**src/nn_pkg.sv**
```systemverilog
`default_nettype none

package nn_pkg;

	//////////////////// Network dimensions

	// Neurons per layer, also values per vector
	localparam int NUM_NEURONS = 6;
	// Activation and weight widths
	localparam int DATA_W      = 9;
	localparam int WEIGHT_W    = 17;
	// Fixed point scaling of each sum
	localparam int FRAC_SHIFT  = 8;

	localparam int VEC_W  = NUM_NEURONS * DATA_W;
	localparam int WSET_W = NUM_NEURONS * NUM_NEURONS * WEIGHT_W;

	//////////////////// Data types

	typedef logic signed [DATA_W-1:0]   data_t;
	typedef logic        [VEC_W-1:0]    vec_t;
	typedef logic signed [WEIGHT_W-1:0] weight_t;
	// Neuron n, input i at slot n*6+i
	typedef logic        [WSET_W-1:0]   weight_set_t;
	// Enough for four layers
	typedef logic        [1:0]          layer_t;

	// Aggregator sequencing
	typedef enum logic [1:0] {
		IDLE,
		LAUNCH,
		WAIT_LAYER,
		DONE
	} agg_state_t;

	// Aggregator to neuron array, 667 bits
	typedef struct packed {
		logic        start;
		vec_t        inputs;
		weight_set_t weights;
	} layer_req_t;

	// Neuron array back to aggregator
	typedef struct packed {
		logic valid;
		vec_t outputs;
	} layer_rsp_t;

endpackage

`default_nettype wire

```
**src/weight_rom.sv**
```systemverilog
`default_nettype none

module weight_rom import nn_pkg::*; #(
	parameter int NUM_LAYERS = 4
) (
	input  layer_t      layer_num,
	output weight_set_t out_weights
);

	localparam int ROW_W = NUM_NEURONS * WEIGHT_W;

	// Packs one neuron's six weights, input 0 in the low bits
	function automatic logic [ROW_W-1:0] wrow(
		input int w0,
		input int w1,
		input int w2,
		input int w3,
		input int w4,
		input int w5
	);
		return {weight_t'(w5), weight_t'(w4), weight_t'(w3),
			weight_t'(w2), weight_t'(w1), weight_t'(w0)};
	endfunction

	//////////////////// Weight table

	// Scale is 256 per unit after the shift
	always_comb begin
		out_weights = '0;
		if (int'(layer_num) < NUM_LAYERS) begin
			case (layer_num)
				2'd0: begin
					out_weights[0*ROW_W +: ROW_W] = wrow( 300, -120,   64,   90,  -40,  150);
					out_weights[1*ROW_W +: ROW_W] = wrow(-200,  256,  -80,   30,  110,  -60);
					out_weights[2*ROW_W +: ROW_W] = wrow( 128,  128, -256,   70,   20,   45);
					out_weights[3*ROW_W +: ROW_W] = wrow( -90,  -30,  140, -180,  256,   60);
					out_weights[4*ROW_W +: ROW_W] = wrow( 220,   75,   35, -150,  -95,  180);
					out_weights[5*ROW_W +: ROW_W] = wrow( -60,  190,  100,   85, -210,  128);
				end
				2'd1: begin
					out_weights[0*ROW_W +: ROW_W] = wrow( 180,  -70,  120,   40,  -30,   95);
					out_weights[1*ROW_W +: ROW_W] = wrow( -45,  210,  -60,  150,   80, -120);
					out_weights[2*ROW_W +: ROW_W] = wrow( 256,  -40,   30,  -90,  140,   60);
					out_weights[3*ROW_W +: ROW_W] = wrow(  70,   90, -200,  160,  -50,  110);
					out_weights[4*ROW_W +: ROW_W] = wrow(-130,   55,  175,   20,  230,  -85);
					out_weights[5*ROW_W +: ROW_W] = wrow(  95, -160,   65,  200,  -25,  145);
				end
				2'd2: begin
					out_weights[0*ROW_W +: ROW_W] = wrow( 240,   60,  -90,  130,   50,  -70);
					out_weights[1*ROW_W +: ROW_W] = wrow( -80,  170,  110,  -40,  190,   30);
					out_weights[2*ROW_W +: ROW_W] = wrow( 100, -150,  220,   60,  -20,  140);
					out_weights[3*ROW_W +: ROW_W] = wrow(  35,  125,  -55,  256,   85, -100);
					out_weights[4*ROW_W +: ROW_W] = wrow( 160,  -95,   45,  -70,  200,  115);
					out_weights[5*ROW_W +: ROW_W] = wrow( -30,   80,  150,   90, -140,  210);
				end
				// Large weights, pushes outputs into saturation
				2'd3: begin
					out_weights[0*ROW_W +: ROW_W] = wrow( 2048,  1500,  -300,  1800,   900,  1200);
					out_weights[1*ROW_W +: ROW_W] = wrow(-2500, -1800, -3000,  -900, -1200, -2200);
					out_weights[2*ROW_W +: ROW_W] = wrow( 1600, -1400,  2200,   700,  -800,  1300);
					out_weights[3*ROW_W +: ROW_W] = wrow( 3000,  2600,  1900,  2400,  2100,  2800);
					out_weights[4*ROW_W +: ROW_W] = wrow( -700,  1100, -1600,  2500,   600,  -900);
					out_weights[5*ROW_W +: ROW_W] = wrow(  900, -2100,  1400,  -500,  3200, -1000);
				end
				default: out_weights = '0;
			endcase
		end
	end

endmodule

`default_nettype wire

```
**config.mk**
```make
export PLATFORM = sky130hd
export DESIGN_NAME = weight_rom
export DESIGN_NICKNAME = d
export VERILOG_FILES = /design/src/nn_pkg.sv /design/src/weight_rom.sv
export SDC_FILE = /design/constraint.sdc
export NUM_CORES = 1
export LEC_CHECK = 0
export BUFFER_PORTS_ARGS = -buffer_cell sky130_fd_sc_hd__buf_2
export CAP_MARGIN = 10
export CELL_PAD_IN_SITES_DETAIL_PLACEMENT = 0
export CELL_PAD_IN_SITES_GLOBAL_PLACEMENT = 1
export CORE_AREA = 2 2 240 242
export DETAILED_ROUTE_END_ITERATION = 10
export DIE_AREA = 0 0 242 244
export MAX_ROUTING_LAYER = met4
export PLACE_DENSITY = 0.42
export SYNTH_ARGS = -nofsm -noshare
export SYNTH_HDL_FRONTEND = slang
export SYNTH_SLANG_ARGS = --single-unit
```
**constraint.sdc**
```tcl
create_clock -name vclk -period 2.45
set_input_delay 0.1225 -clock vclk [all_inputs]
set_output_delay 0.1225 -clock vclk [all_outputs]
set_load 0.05 [all_outputs]
```
Word-level counts from Yosys, hierarchy flattened:

Cells that the tools add are included.

* bits in latches: 0
* bits in writable memories: 0
* output and inout bits: 612
* logic and storage cells: 5
* memories: 0
* bits in read-only memories: 0
* register bits after elaboration: 0
* bits of input ports: 2

* order comparisons: 0
* div/mod/pow operators: 0
* shifts and indexed selects: 0
* reductions and logical operators: 1
* $mul: 0
* eq/ne operators: 3
* add/subtract/negate cells: 0
* mux-type cells: 1
* bitwise gates (word level): 0

Operators by type and width (count)
* 612-bit case mux with 4 select lines: 1
* 2-bit == test (second input constant): 2
* 2-bit by 1-bit == test with 1-bit output (second input constant): 1
* 2-bit zero test: 1

Depth between registers and ports, before layout:

* word-level depth: 2
* depth in mapped cells: 4
* mapped depth without buffers: 3

Least setup slack after synthesis:

Ideal clock, no wire load.

* path kind: input to output
* start: input port layer_num[0]
* end: output port out_weights[122]
* cell stages on the path: 4
* slack: -0.897 ns
* data required time: 2.328 ns
* arrival time: 3.224 ns
* path buffers: 1
* cell sequence: inv_1 ha_1 or2_1 buf_4

* cells in the longest elaborated chain, start to end: 2
* elaborated cells on any way between the ends: 5
* those cells by class: eq/ne (3); mux (1); reduce/logical (1)

Ends and longest elaborated chain
* from (decl): line weight_rom.sv:6 `input layer_t layer_num,`
* 2-bit == test (tied with other cells): line weight_rom.sv:31 `case (layer_num)`
* 612-bit case mux with 4 select lines (*): line weight_rom.sv:31
* to (decl): line weight_rom.sv:7 `output weight_set_t out_weights`

Mark *: on every way between the ends. The rest lies on a longest branch, timed or not. The select of a mux whose other input is x is not followed.

Worst setup path after layout:

* start: input port layer_num[0]
* end: output port out_weights[143]

Same word-level chain as after synthesis.

==> results.yml <==
outcome:
  run_status: "complete, no violations"
timing:
  drv_slew: 0
  min_period_ns: 1.92
  worst_pin_slew_ns: 0.594
  timing.setup.tns_ns: 0
  rsz0062_at_grt: "false"
  finalSetupViolCount: 0
  fin_crit_sh_pct: 78.5
  hold_viol: 0
  relSlewSlack_pct: 60.4
  fmax_mhz: 520
critical_path:
  worstSetupPathType: "in2out"
  cp_max_fo: 37
  end_kind: "primary output"
  cp.required_ns: 2.33
  cp.arrival_ns: 1.80
  cp-start-kind: "primary input"
clock_tree:
  cts_resized: 0
  postCtsSetupBuffers: 0
  cts_hold_buf: 0
grt:
  antenna_found_initial: 0
  grt-ovfl-total: 0
  grt_start_max_net_pins: 59
  grt_pass1_wl_microns: 10200
  grt_pass1_vias: 1389
  grt_usage_pct: 2.27
yosys:
  ys_seq_area_share_pct: 0
  synth_area_sq_mm: 0.00465
  synth.top_cell.area_share_pct: 96.5
  ys_warn_count: 0
  synth.area.top_cells: "buf_4 97%, ha_1 2.2%, inv_1 0.56%"
  synth_cell_types: 6
  synth_top_area_cell: "buf_4"
  synth.avg_cell_area_sq_um: 7.52
  synthCells: 619
pwr:
  leakage_uw: 0.00263
  seq_power_share_pct: 0
  swShare_pct: 87.3
  combPwrFrac_pct: 100.0
  intPower_uw: 384
  p_clk_share_pct: 0
  switchingPower_uw: 2640
  vdd_drop_max_uv: 177
  total_power_uw: 3030
  p_per_area_mw_per_mm2: 732
die:
  die_area_sq_mm: 0.0590
  die_h_microns: 244
  core_area_sq_mm: 0.0562
  pin_count: 614
  num_rows: 87
  start_util_pct: 8.28
  die_w_microns: 242
finish:
  seqCellArea_sq_um: 0
  drive_gt1_share_pct: 83.5
  n_antenna_cell: 0
  area_growth_pct: -11.0
  final.clkbuf_count: 0
  final_nets: 653
  fillers: 6706
  seq_cells: 0
detailed_routing:
  antenna_left: 0
  viasPerCell: 1.84
  dr.pass1.iters: 4
  drc: 0
  drt_iter0_drc: 26
  routed-via-count: 2577
  wirelength_microns: 9030
  wl_per_cell_microns: 6.46
placed_design:
  dp_hpwl_microns: 7840
  gp_congestion: 0.597
  portBuffers: 518
job:
  cap_violations: 0
min_path:
  hold_class: "in2out"
[power groups by stage]
stage	clock, uW	sequential, uW	combinational (uW)
6_report	0	0	3030
5_1_grt	0	0	3110
4_1_cts	0	0	3050
3_5_place_dp	0	0	3050
3_3_place_gp	0	0	3060
2_1_floorplan	0	0	3370
[final cells by class]
cell class | count | area (sq um) | share of cell area (%)
timing repair buffer | 526 | 2670 | 64.4
tap | 756 | 946 | 22.9
multi-input combinational | 108 | 502 | 12.1
inverter | 7 | 26.3 | 0.635
[per-stage QoR]
step / std cells / setup WS (ns) / hold slack (ns) / utilization [%] / instance area [sq um]
floorplan: 713 / 0.131 / 0.645 / - / 5020
global placement: 1397 / 0.508 / 1.04 / 7.37 / 4140
detailed placement: 1397 / 0.441 / 1.05 / 7.37 / 4140
CTS: 1397 / 0.444 / 1.06 / 7.37 / 4140
global route: 1397 / 0.366 / 1.08 / 7.37 / 4140
finish: 1397 / 0.526 / 1.02 / 7.37 / 4140
[synthesized netlist by cell type, drive strengths merged]
master / n
or2: 3
o21ba: 1
buf: 598
ha: 8
conb: 2
inv: 7
[worst paths after layout]
check	depth (start not counted)	from	slack (ns)	endpoint
worst max-delay path	5	layer_num[0]	0.53	out_weights[143]
worst min-delay path	4	layer_num[1]	1.02	out_weights[58]
[kinds of logic (layout without fill, tap and decap cells)]
group	Yosys count	in the layout	synth area share, %
compound gates	1	1	0.215
fa+ha+maj	8	8	2.15
buf+inv	605	533	97.1
other cells	2	96	0.161
simple gates	3	3	0.403
[worst max-delay path, cell delays in order]
cell	delay, ns
buf_2	0.13
inv_1	0.13
ha_2	0.52
or2_2	0.51
buf_2	0.35
[per-layer routing]
metal	vias to the layer above	track usage [%]	wire length (microns)
li1	1201	-	-
met1	1080	2.45	3140
met5	-	-	0
met3	0	0.176	1020
met4	0	0	0
met2	296	4.70	4860
[cells in the final DEF, fill, tap and decap left out]
cell type / netlist / routed
ha_1: 8 / 3
conb_1: 2 / 96
o21ba_2: 1 / 1
ha_2: 0 / 5
inv_1: 7 / 7
buf_4: 598 / 7
buf_2: 0 / 518
buf_12: 0 / 1
or2_2: 0 / 3
No activity file was read; power rests on OpenSTA's default activity.
