--- src/nn_pkg.sv ---
`default_nettype none

package nn_pkg;

	//////////////////// Network dimensions

	// Neurons per layer, also values per vector
	localparam int NUM_NEURONS = 6;
	// Activation and weight widths
	localparam int DATA_W      = 9;
	localparam int WEIGHT_W    = 17;
	// Fixed point scaling of each sum
	localparam int FRAC_SHIFT  = 8;

	localparam int VEC_W  = NUM_NEURONS * DATA_W;
	localparam int WSET_W = NUM_NEURONS * NUM_NEURONS * WEIGHT_W;

	//////////////////// Data types

	typedef logic signed [DATA_W-1:0]   data_t;
	typedef logic        [VEC_W-1:0]    vec_t;
	typedef logic signed [WEIGHT_W-1:0] weight_t;
	// Neuron n, input i at slot n*6+i
	typedef logic        [WSET_W-1:0]   weight_set_t;
	// Enough for four layers
	typedef logic        [1:0]          layer_t;

	// Aggregator sequencing
	typedef enum logic [1:0] {
		IDLE,
		LAUNCH,
		WAIT_LAYER,
		DONE
	} agg_state_t;

	// Aggregator to neuron array, 667 bits
	typedef struct packed {
		logic        start;
		vec_t        inputs;
		weight_set_t weights;
	} layer_req_t;

	// Neuron array back to aggregator
	typedef struct packed {
		logic valid;
		vec_t outputs;
	} layer_rsp_t;

endpackage

`default_nettype wire

--- src/input_aggregator.sv ---
`default_nettype none

module input_aggregator import nn_pkg::*; #(
	parameter int NUM_LAYERS = 4
) (
	input  logic        clk,
	input  logic        rst_n,
	input  logic        start,
	input  vec_t        start_input,
	output layer_t      layer_num,
	input  weight_set_t out_weights,
	output layer_req_t  req,
	input  layer_rsp_t  rsp,
	output vec_t        result,
	output logic        result_valid,
	output logic        busy
);

	agg_state_t state;
	vec_t       start_vec;
	vec_t       layer_vec;
	logic       last_layer;

	assign last_layer = (layer_num == layer_t'(NUM_LAYERS - 1));

	//////////////////// Layer sequencing

	always_ff @(posedge clk) begin
		if (!rst_n) begin
			state     <= IDLE;
			layer_num <= '0;
			result    <= '0;
		end else begin
			case (state)
				// Only an external start leaves idle
				IDLE: begin
					if (start) begin
						state     <= LAUNCH;
						layer_num <= '0;
					end
				end
				// One cycle of req.start
				LAUNCH: state <= WAIT_LAYER;
				WAIT_LAYER: begin
					if (rsp.valid) begin
						if (last_layer) begin
							result <= rsp.outputs;
							state  <= DONE;
						end else begin
							layer_num <= layer_num + 1'b1;
							state     <= LAUNCH;
						end
					end
				end
				// Result pulse, then back to idle
				DONE: begin
					state     <= IDLE;
					layer_num <= '0;
				end
				default: state <= IDLE;
			endcase
		end
	end

	// Captured input and fed back layer output
	always_ff @(posedge clk) begin
		if (state == IDLE && start)
			start_vec <= start_input;
		if (state == WAIT_LAYER && rsp.valid)
			layer_vec <= rsp.outputs;
	end

	//////////////////// Request to neuron array

	// Stable from the launch until the response
	always_comb begin
		req.start   = (state == LAUNCH);
		req.inputs  = (layer_num == '0) ? start_vec : layer_vec;
		req.weights = out_weights;
	end

	assign result_valid = (state == DONE);
	// Stays up through the result cycle
	assign busy         = (state != IDLE);

endmodule

`default_nettype wire

--- config.mk ---
export PLATFORM = sky130hd
export DESIGN_NAME = input_aggregator
export DESIGN_NICKNAME = d
export VERILOG_FILES = /design/src/nn_pkg.sv /design/src/input_aggregator.sv
export SDC_FILE = /design/constraint.sdc
export NUM_CORES = 1
export LEC_CHECK = 0
export BUFFER_PORTS_ARGS = -buffer_cell sky130_fd_sc_hd__buf_2
export CAP_MARGIN = 20
export CORE_AREA = 2 2 560 562
export CTS_CLUSTER_SIZE = 25
export DETAILED_ROUTE_END_ITERATION = 12
export DIE_AREA = 0 0 562 564
export GPL_ROUTABILITY_DRIVEN = 0
export SYNTH_ARGS = -nofsm -noshare
export SYNTH_HDL_FRONTEND = slang
export SYNTH_SLANG_ARGS = --single-unit
--- constraint.sdc ---
create_clock -name clk -period 3.65 [get_ports clk]
set_input_delay 0.365 -clock clk [delete_from_list [all_inputs] [get_ports clk]]
set_output_delay 0.365 -clock clk [all_outputs]
set_load 0.01 [all_outputs]
---- Word-level counts from Yosys, hierarchy flattened ----
Cells that the tools add are included.
W data, S select, Z words.
operators by class
  reductions and logical operators ........ 9
  $add $sub $neg .......................... 1
  eq/ne operators ......................... 7
  mux-type cells .......................... 9
operators by type and width
  cell                   count
  $mux W54               1
  $mux W2                6
  $pmux W2 S4            1
  $eq A2 B2 Y1 const B   3
  $ne A2 B2 Y1 const B   3
  $pmux W2 S3            1
  $logic_not A2 Y1       2
  $reduce_and A4 Y1      1
  $reduce_and A3 Y1      1
  $reduce_bool A3 Y1     1
  $add A2 B1 Y2 const B  1
  $eq A2 B1 Y1 const B   1
  $logic_and A1 B1 Y1    2
  $reduce_and A2 Y1      1
  $reduce_bool A2 Y1     1
word-level totals
  bits of input ports ..................... 724
  flip-flop bits (word level) ............. 166

---- Depth between registers and ports, before layout ----
  depth after elaboration ................. 4
  mapped depth ............................ 6
  mapped depth without buffers ............ 4

---- Worst setup path after synthesis ----
No wires, ideal clock.
  path type ............................... reg2reg
  start ................................... register state[1]
  end ..................................... register start_vec[0] (enable)
  path buffers ............................ 1
  clock period less this slack ............ 3.510 ns
  required time ........................... 3.184 ns
  cell stages (with the launch flop) ...... 4
  data arrival time ....................... 3.044 ns
  slack ................................... 0.140 ns
  path through ............................ dfxtp_1 -> buf_4 -> or2_2 -> nor2_1
on the way
  word-level cells in the longest chain between the ends .. 2
RTL lines
  element                 line                    source
  start, declared         input_aggregator.sv:19  agg_state_t state;
  start signal, assigned  input_aggregator.sv:30  state <= IDLE;
  start signal, assigned  input_aggregator.sv:38  state <= LAUNCH;
  start signal, assigned  input_aggregator.sv:43  LAUNCH: state <= WAIT_LAYER;
  $logic_not A2 Y1        input_aggregator.sv:67  if (state == IDLE && start)
  $logic_and A1 B1 Y1     input_aggregator.sv:67
  end signal, assigned    input_aggregator.sv:68  start_vec <= start_input;
  end, declared           input_aggregator.sv:20  vec_t start_vec;
No other way between the ends.
A chain may end at the register's enable or synchronous reset.

==> flow_metrics.env <==
export IMPL_final_common_cell="buf_2"
export IMPL_areaGrowthSynthToFinish_pct=28.15
export IMPL_maxSlewViolCount=0
export IMPL_cts_hold_buf=60
export IMPL_cap_violations=0
export IMPL_instances_no_fill=4894
export IMPL_crit_fanout=54
export IMPL_yosys_area_top_type="buf_4"
export IMPL_finalHoldViolCount=0
export IMPL_grt_pass1_vias=6248
export IMPL_final_cell_mix="buf_2 (223), edfxtp_1 (108), dlygate4sd3_1 (60)"
export IMPL_hp_class="primary input to flop"
export IMPL_netlist_area_leader_share=0.4309
export IMPL_num_io_pins=1449
export IMPL_initial_core_util=0.03441
export IMPL_relSlewSlack=0.4787
export IMPL_min_period_over_period=0.7367
export IMPL_p_int_mw=3.635
export IMPL_combPwrFrac=0.089
export IMPL_h_tree_depth=4
export IMPL_detail_route_vias_per_cell=1.359
export IMPL_power_density_nw_per_um2=357.9
export IMPL_wl_mm=232.7
export IMPL_synth_cell_types=25
export IMPL_antenna_found_initial=34
export IMPL_drive_above_1_share=0.4354
export IMPL_antenna_left=0
export IMPL_overflow=0
export IMPL_required_ns=3.28
export IMPL_dp_hpwl_mm=224.0
export IMPL_place_inst=4775
export IMPL_power_frac_clock=0.481
export IMPL_drcViolationCount=0
export IMPL_period_minus_slack_ns=2.689
export IMPL_power_mw=4.907
export IMPL_port_buffers=224
export IMPL_fp_coreArea_um2=310900
export IMPL_postCtsSetupBuffers=0
export IMPL_fp_dieW_um=562
export IMPL_power_switching_mw=1.272
export IMPL_rows=205
export IMPL_skew_ns=0.04124
export IMPL_netlist_top_cells_area="buf_4 (43%), edfxtp_1 (30%), dfxtp_1 (11%), mux2_2 (5.7%), nand3_1 (2.6%)"
export IMPL_leakage_nw=3.652
export IMPL_tightest_slew_ns=0.7819
export IMPL_startpoint_type="flop"
export IMPL_grt_pass1_wl_mm=246.6
export IMPL_yosys_warnings=0
export IMPL_fmax_mhz=371.9
export IMPL_insertion_delay_ns=0.54
export IMPL_gr_usage_all_layers=0.1411
export IMPL_p_seq_frac=0.430
export IMPL_avgSynthCellArea_um2=10.19
export IMPL_grt_max_degree=109
export IMPL_cts_tree="done"
export IMPL_clockRootBuffer="clkbuf_16"
export IMPL_synth_nets=1776
export IMPL_sw_frac_of_total=0.2592
export IMPL_clock_path_buffers=3
export IMPL_cts_sinks=166
export IMPL_peakVddDrop_uv=286.2
export IMPL_pre_cts_ws_ns=1.492
export IMPL_rsz0062_at_grt="no"
export IMPL_ys_seq_elements=166
export IMPL_wl_per_cell_um=47.54
export IMPL_dr_total_vias=6652
export IMPL_dieArea_um2=317000
export IMPL_firstDrtPassIters=4
export IMPL_synthCells=1050
export IMPL_nets=1448
export IMPL_fin_tns_setup_ns=0
export IMPL_drt_iter0_markers=480
export IMPL_crit_type="flop to output pin"
export IMPL_postCtsResizedCells=0
export IMPL_clk_pin_slew_ns=0.07
export IMPL_cts_buffers=25
export IMPL_crit_path_end_kind="output pin"
export IMPL_setup_viol=0
export IMPL_setup_ws_ns=0.9609
export IMPL_die_h_um=564
export IMPL_seq_area_frac_synth=0.4117
export IMPL_netlist_area_um2=10700
export IMPL_worstPathArrival_ns=2.32
export IMPL_status="complete, no violations"
## layer usage
metal	vias up	track usage	wire (µm)	share of wire
met5	-	0.02515	941	0.0040
met4	14	0.04486	8394	0.036
li1	2177	-	-	-
met1	2492	0.03819	23820	0.10
met3	273	0.3129	108800	0.47
met2	1696	0.1952	90710	0.39
## sequential cells by signal (all words and copies together) (netlist names)
register and cells:
layer_num 2, layer_vec 54, result 54, start_vec 54, state 2
## cells by family (layout without fill, tap and decap cells)
logic type,Yosys count,after routing,synth area share
and+or+nand+nor,123,123,0.05392
buffers and inverters,646,324,0.4458
DFF,166,166,0.4117
muxes,57,57,0.05965
adders and majority gates,2,2,0.002339
other,0,26,0
AOI/OAI and AO/OA,56,56,0.02655
## Yosys cell counts
master and number:
and2_1 2, or2_2 1, nand4b_4 1, ha_1 2, clkbuf_1 12, mux2i_1 3
mux2_2 54, buf_4 614, inv_1 3, buf_6 3, nor2b_1 3, nor2_1 1
nand2b_1 1, and2b_1 1, o21ai_0 34, o21ai_1 20, nand3_1 56, o2bb2ai_1 1
dfxtp_1 58, clkbuf_2 1, nand2_1 56, nor3b_1 1, buf_2 13, edfxtp_1 108
a21oi_1 1
## stage by stage
stage               hold WS, ns  cell area, µm²     util
global placement         0.4414           12320  0.03963
finish                  0.04746           13710  0.04410
detailed placement       0.4461           12320  0.03963
global route            0.01318           13660  0.04393
floorplan                0.4639           10700        -
CTS                    0.003525           13640  0.04389
## final timing paths
check          startpoint             to  slack (ns)  cells after the start
max          layer_num[0]       req[620]        0.96                      4
min               rsp[17]  layer_vec[17]        0.05                      1
max reg2reg      state[1]   start_vec[6]        1.76                      3
min reg2reg    result[28]     result[28]        0.45                      2
## cell type report
cell class / instances / area [µm²]
fill: 36760 / 297200
tap: 4140 / 5180
sequential: 166 / 4404
timing repair buffer: 288 / 1779
multi-input combinational: 238 / 1546
clock buffer: 28 / 646.9
clock inverter: 5 / 76.32
antenna: 26 / 65.06
inverter: 3 / 11.26
## power groups by stage
stage / Combinational, mW / Clock [mW] / Sequential, mW
finish: 0.439 / 2.36 / 2.11
floorplan: 0.836 / 0 / 2.12
global route: 0.471 / 2.52 / 2.11
global placement: 0.377 / 0 / 2.15
detailed placement: 0.386 / 0 / 2.15
CTS: 0.451 / 2.49 / 2.11
## critical path, stage by stage, from the launching register on
cell,delay [ns]
dfxtp_1,0.33
inv_1,0.12
ha_4,0.62
mux2_2,0.47
buf_2,0.16
No activity file was read; power rests on OpenSTA's default activity.
