**config.mk**
```make
export PLATFORM = sky130hd
export DESIGN_NAME = neuron_layer
export DESIGN_NICKNAME = d
export VERILOG_FILES = /design/src/nn_pkg.sv /design/src/neuron_layer.sv
export SDC_FILE = /design/constraint.sdc
export NUM_CORES = 2
export LEC_CHECK = 0
export ABC_AREA = 1
export BUFFER_PORTS_ARGS = -buffer_cell sky130_fd_sc_hd__buf_2
export CAP_MARGIN = 0
export CORE_ASPECT_RATIO = 1.4
export CORE_UTILIZATION = 56
export DETAILED_ROUTE_END_ITERATION = 8
export PLACE_DENSITY_LB_ADDON = 0.25
export SLEW_MARGIN = 10
export SYNTH_ARGS = -nofsm -noshare
export SYNTH_HDL_FRONTEND = slang
export SYNTH_SLANG_ARGS = --single-unit
```
**constraint.sdc**
```tcl
create_clock -name clk -period 8.9 [get_ports clk]
set_clock_uncertainty 0.15 [all_clocks]
set_input_delay 2.225 -clock clk [delete_from_list [all_inputs] [get_ports clk]]
set_output_delay 2.225 -clock clk [all_outputs]
set_load 0.03 [all_outputs]
```
**src/nn_pkg.sv**
```systemverilog
`default_nettype none

package nn_pkg;

	//////////////////// Network dimensions

	// Neurons per layer, also values per vector
	localparam int NUM_NEURONS = 6;
	// Activation and weight widths
	localparam int DATA_W      = 9;
	localparam int WEIGHT_W    = 17;
	// Fixed point scaling of each sum
	localparam int FRAC_SHIFT  = 8;

	localparam int VEC_W  = NUM_NEURONS * DATA_W;
	localparam int WSET_W = NUM_NEURONS * NUM_NEURONS * WEIGHT_W;

	//////////////////// Data types

	typedef logic signed [DATA_W-1:0]   data_t;
	typedef logic        [VEC_W-1:0]    vec_t;
	typedef logic signed [WEIGHT_W-1:0] weight_t;
	// Neuron n, input i at slot n*6+i
	typedef logic        [WSET_W-1:0]   weight_set_t;
	// Enough for four layers
	typedef logic        [1:0]          layer_t;

	// Aggregator sequencing
	typedef enum logic [1:0] {
		IDLE,
		LAUNCH,
		WAIT_LAYER,
		DONE
	} agg_state_t;

	// Aggregator to neuron array, 667 bits
	typedef struct packed {
		logic        start;
		vec_t        inputs;
		weight_set_t weights;
	} layer_req_t;

	// Neuron array back to aggregator
	typedef struct packed {
		logic valid;
		vec_t outputs;
	} layer_rsp_t;

endpackage

`default_nettype wire

```
**src/neuron_layer.sv**
```systemverilog
`default_nettype none

module neuron_layer import nn_pkg::*; (
	input  logic       clk,
	input  logic       rst_n,
	input  layer_req_t req,
	output layer_rsp_t rsp
);

	localparam int ACC_W   = 32;
	localparam int IDX_W   = $clog2(NUM_NEURONS + 1);
	localparam int SAT_MAX = 2 ** (DATA_W - 1) - 1;
	localparam int SAT_MIN = -(2 ** (DATA_W - 1));

	logic signed [ACC_W-1:0] acc  [NUM_NEURONS];
	logic signed [ACC_W-1:0] prod [NUM_NEURONS];
	logic [IDX_W-1:0] idx;
	logic [IDX_W-1:0] mac_idx;
	logic             running;
	logic             mac_phase;
	logic             fin_phase;
	data_t            mac_in;
	vec_t             out_vec;
	vec_t             out_q;
	logic             valid_q;

	// Shift, clamp to 9 bits, then ReLU
	function automatic data_t squash(input logic signed [ACC_W-1:0] sum);
		logic signed [ACC_W-1:0] shifted;
		data_t sat;
		shifted = sum >>> FRAC_SHIFT;
		if (shifted > SAT_MAX)
			sat = data_t'(SAT_MAX);
		else if (shifted < SAT_MIN)
			sat = data_t'(SAT_MIN);
		else
			sat = data_t'(shifted);
		if (sat < 0)
			sat = '0;
		return sat;
	endfunction

	assign mac_phase = running && (idx < NUM_NEURONS);
	assign fin_phase = running && (idx == NUM_NEURONS);

	//////////////////// Multiply stage

	// Input 0 on the start cycle, then walk the counter
	always_comb begin
		if (req.start || !mac_phase)
			mac_idx = '0;
		else
			mac_idx = idx;
		mac_in = data_t'(req.inputs[mac_idx*DATA_W +: DATA_W]);
		for (int n = 0; n < NUM_NEURONS; n++) begin
			// Signed product, widened to the accumulator
			prod[n] = weight_t'(req.weights[(n*NUM_NEURONS + mac_idx)*WEIGHT_W +: WEIGHT_W])
				* mac_in;
		end
	end

	// Activation of every accumulator
	always_comb begin
		for (int n = 0; n < NUM_NEURONS; n++)
			out_vec[n*DATA_W +: DATA_W] = squash(acc[n]);
	end

	//////////////////// Control

	// Six MAC cycles, one finish cycle
	always_ff @(posedge clk) begin
		if (!rst_n) begin
			running <= 1'b0;
			idx     <= '0;
			valid_q <= 1'b0;
		end else begin
			valid_q <= 1'b0;
			if (req.start) begin
				running <= 1'b1;
				idx     <= IDX_W'(1);
			end else if (mac_phase) begin
				idx <= idx + 1'b1;
			end else if (fin_phase) begin
				running <= 1'b0;
				valid_q <= 1'b1;
			end
		end
	end

	// Accumulators and output vector
	always_ff @(posedge clk) begin
		for (int n = 0; n < NUM_NEURONS; n++) begin
			if (req.start)
				acc[n] <= prod[n];
			else if (mac_phase)
				acc[n] <= acc[n] + prod[n];
		end
		// Held until the next layer finishes
		if (fin_phase)
			out_q <= out_vec;
	end

	assign rsp = '{valid: valid_q, outputs: out_q};

endmodule

`default_nettype wire

```
==> impl_metrics.ini, run 1 <==
[floorplan]
die_h_um = 397
start_util = 0.565
num_io_pins = 724
rows = 144
die_w_um = 284

[place]
globalplace.congestion = 1.06
io_buffers = 723
dp_hpwl_mm = 211

[cts]
cts_hold_buffers = 0
cts-buffers-inserted = 34
cts.sinks = 251
cts_root_buf = clkbuf_16
htreeDepth = 2
clockBufferDepth = 3

[synthesis]
ys_seq_elements = 251
syn_area_per_cell_um2 = 6.93
synth_cells = 8997
async_flop_share = 0
ys_types = 50
synth_top_area_frac = 0.245
syn_area_um2 = 62300
synth_edf_count = 246
synth_area_leader_cell = fa_1
synth.area.top_cells = fa_1 (24%), nand2_1 (17%), edfxtp_1 (12%)
ys_warn_count = 0
seq_area_frac_synth = 0.120
synth_flop_cell = edfxtp_1

[timing]
worst_endpoint_kind = sequential cell input
timing.grt.repair.worst_endpoint = acc[4][20]$_DFFE_PP_/D

[global_routing]
track_usage = 0.600
overflow = 32
grt_max_degree = 128

[outcome]
stop_error = [ERROR GRT-0232] Routing congestion too high. Check the congestion heatmap in the GUI.
status = did not finish
lastStage = global routing
## cell families after synthesis
kind of cell / count (synthesis) / synth area share
and+or+nand+nor: 4340 / 0.286
buffers and inverters: 1788 / 0.114
AOI/OAI and AO/OA: 1148 / 0.104
DFF: 251 / 0.120
adders and majority gates: 1286 / 0.350
other: 1 / 0.0000602
xor gates and xnor gates: 157 / 0.0221
muxes: 26 / 0.00418
## what timing repair did
item                       in CTS
cloned                          3
resized for setup             557
pin swaps                      71
setup endpoints to repair     131
setup buffers                  28
## per-layer routing
metal | overflow | GRT usage
met1 | 1 | 0.611
met4 | 11 | 0.610
met3 | 2 | 0.306
met5 | 0 | 0.0461
met2 | 18 | 0.863
## cells in the mapped netlist (2+ instances only)
cell and number:
a21boi_0 48, a21o_1 23, a21oi_1 462, a22o_1 6, a22oi_1 2, a31oi_1 4, a31oi_4 2, and2_1 58
and3_1 5, buf_1 10, buf_2 133, buf_4 41, buf_6 9, clkbuf_1 90, dfxtp_1 5, edfxtp_1 246
fa_1 762, ha_1 524, inv_1 1482, inv_2 23, mux2i_1 26, nand2_1 2847, nand2_2 5, nand3_1 500
nand3b_1 42, nand4_1 68, nor2_1 626, nor3_1 60, nor4_1 27, o211ai_1 15, o21a_1 13, o21ai_0 429
o21ai_1 29, o21ai_2 49, o21bai_1 51, o22ai_1 2, o2bb2ai_2 6, o31ai_1 5, or2_0 6, or2_1 5
or2_2 86, or3_1 2, xnor2_1 70, xor2_1 87
## per-stage QoR
stage	cells	hold slack, ns	TNS [ns]	setup slack, ns	cell area [µm²]
3_5_place_dp	12400	0.391	-141.53	-1.33	78700
4_1_cts	12500	0.401	-10.24	-0.203	82600
3_3_place_gp	12400	0.366	-124.93	-1.18	78700
2_1_floorplan	9002	0.320	-0.176	-0.0480	62400
==> run 2, diff against run 1 <==
- CORE_ASPECT_RATIO: 1.4 -> default
- CORE_UTILIZATION: 56 -> 40
- PLACE_DENSITY_LB_ADDON: 0.25 -> 0.15
- clock period: 8.9 -> 11.6 ns (I/O delays scaled with it)
==> impl_metrics.ini, run 2 <==
[outcome]
status = finished, violations left
violations = DRC

[timing]
tns_ns = 0
period_share = 0.961
worst_slew_pin_slew_ns = 1.28
finalCriticalPeriod_ns = 11.14
setup_viol = 0
fmax_ghz = 0.0898
holdWs_ns = 0.384
finalHoldViolations = 0
rsz0062_at_grt = no
relSlewSlack = 0.140
maxSlewViolCount = 0

[critical_path]
r2r_slack_ns = 2.21
path_common_cell = nand2_1
r2r_end = acc[1][30]
arrival_ns = 11.34
cp.required_ns = 11.80
crit_buf_inv = 5
path_delay_family = adder cells
worstSetupStartpointType = input port
r2r_cells = 37
cp-end-kind = flop
worst_path_largest_cell_delay_ns = 0.99
crit_cells = 36
worstReg2RegStart = idx[1]
crit_type = input port to flop
crit_fanout = 38
crit_path_top_delay_cell = a21boi_0

[hold_path]
worst_hold_startpoint = running
hold_path_depth = 2
hp-class = flop to flop
holdPathEnd = valid_q

[routing]
first_iter_violations = 5031
final_antenna_net_count = 0
vias = 62700
first_pass_iters = 9
routedWlPerCell_um = 21.3
vias_per_cell = 5.23
drc = 104
routed_wl_mm = 255

[synthesis]
ys_seq_elements = 251
synth_flop_cell = edfxtp_1
ys_warn_count = 0
syn_area_um2 = 62300
synth_commonest_cells = nand2_1 (2847), inv_1 (1482), fa_1 (762)
async_flop_share = 0
synth_most_common_cell = nand2_1
synth_cells = 8997
synth_top_area_frac = 0.245
synth.area.top_cells = fa_1 (24%), nand2_1 (17%), edfxtp_1 (12%)
seq_area_frac_synth = 0.120
syn_area_per_cell_um2 = 6.93
ys_types = 50
synth_area_leader_cell = fa_1
synth_edf_count = 246

[place]
globalplace.congestion = 1.04
dp_hpwl_mm = 216
io_buffers = 723

[layout]
regArea_um2 = 7490
layout.nets = 11800
final_cell_mix = nand2_1 (2846), inv_1 (1481), fa_1 (762)
multiInputGateArea_um2 = 47800
largest-register = acc
top_regs = acc: 192 flops, out_q: 54 flops, idx: 3 flops
drive_gt1_frac = 0.138
largest_register_ff_count = 192
nFillCells = 16300
area_delta_synth_final_pct = 15.7
layout.cells.most_common = nand2_1

[run]
maxCapViolCount = 0

[cts]
cts.sinks = 251
cts-buffers-inserted = 40
htreeDepth = 2
cts_root_buf = clkbuf_16
cts_tree = built
clockBufferDepth = 3
clk_pin_slew_worst_paths_ns = 0.06
clkLatencyLatePin_ns = 0.63
cts_hold_buffers = 0
postCtsSetupBuffers = 0
ctsResizeCount = 0

[floorplan]
die_w_um = 397
core_area_um2 = 154000
num_io_pins = 724
die_h_um = 397
dieArea_um2 = 157000
start_util = 0.404
rows = 144

[global_routing]
track_usage = 0.324
grt_max_degree = 118
grt_pass1_wl_mm = 386
overflow = 0
first_global_vias = 63800
antenna_found_initial = 19
[run 2: routing by layer]
metal	vias up	global-route usage	share of wire
met5	-	0	0.00017
met4	6	0.106	0.037
met3	405	0.0654	0.080
met2	2210	0.532	0.46
met1	30000	0.424	0.43
li1	30000	-	-
[run 2: worst max-delay path by stage]
stage	from	end	slack (ns)
after global routing	req[666]	acc[0][27]	0.07
final	req[666]	acc[1][30]	0.46
after floorplan	req[666]	acc[3][22]	1.75
after global placement	req[666]	acc[4][25]	0.12
after CTS	req[666]	acc[4][25]	0.73
after detailed placement	req[666]	acc[5][26]	0.09
[run 2: worst register-to-register path: cells and delay by family (launching register included)]
family,cells,cell delay (ns)
flops,1,0.41
compound gates,6,2.19
buf+inv,4,0.76
fa+ha+maj,7,2.91
simple gates,19,2.16
mux,1,0.54
[run 2: layout make-up]
cell class / count / area share
multi-input combinational: 6963 / 0.664
sequential: 251 / 0.104
timing repair buffer: 1128 / 0.0981
inverter: 1505 / 0.0787
tap: 2044 / 0.0355
clock buffer: 45 / 0.0146
clock inverter: 28 / 0.00509
antenna: 15 / 0.000521
[run 2: cell families after synthesis]
logic type / after synthesis / synth area share
buf+inv: 1788 / 0.114
compound gates: 1148 / 0.104
flops: 251 / 0.120
xor+xnor: 157 / 0.0221
other cells: 1 / 0.0000602
simple gates: 4340 / 0.286
fa+ha+maj: 1286 / 0.350
mux: 26 / 0.00418
[run 2: metrics by stage]
| stage | area [µm²] | setup slack [ns] | cells | utilization |
|---|---|---|---|---|
| final | 72100 | 0.458 | 12000 | 0.467 |
| after global routing | 72100 | 0.0659 | 12000 | 0.467 |
| after CTS | 72000 | 0.728 | 12000 | 0.467 |
| after detailed placement | 70600 | 0.0850 | 11900 | 0.457 |
| after global placement | 70600 | 0.124 | 11900 | 0.457 |
| after floorplan | 62300 | 1.75 | 9002 | - |
Power of run 2 is not shown: default switching activity piles up to over one toggle a cycle in this logic, so the estimate is an artifact.
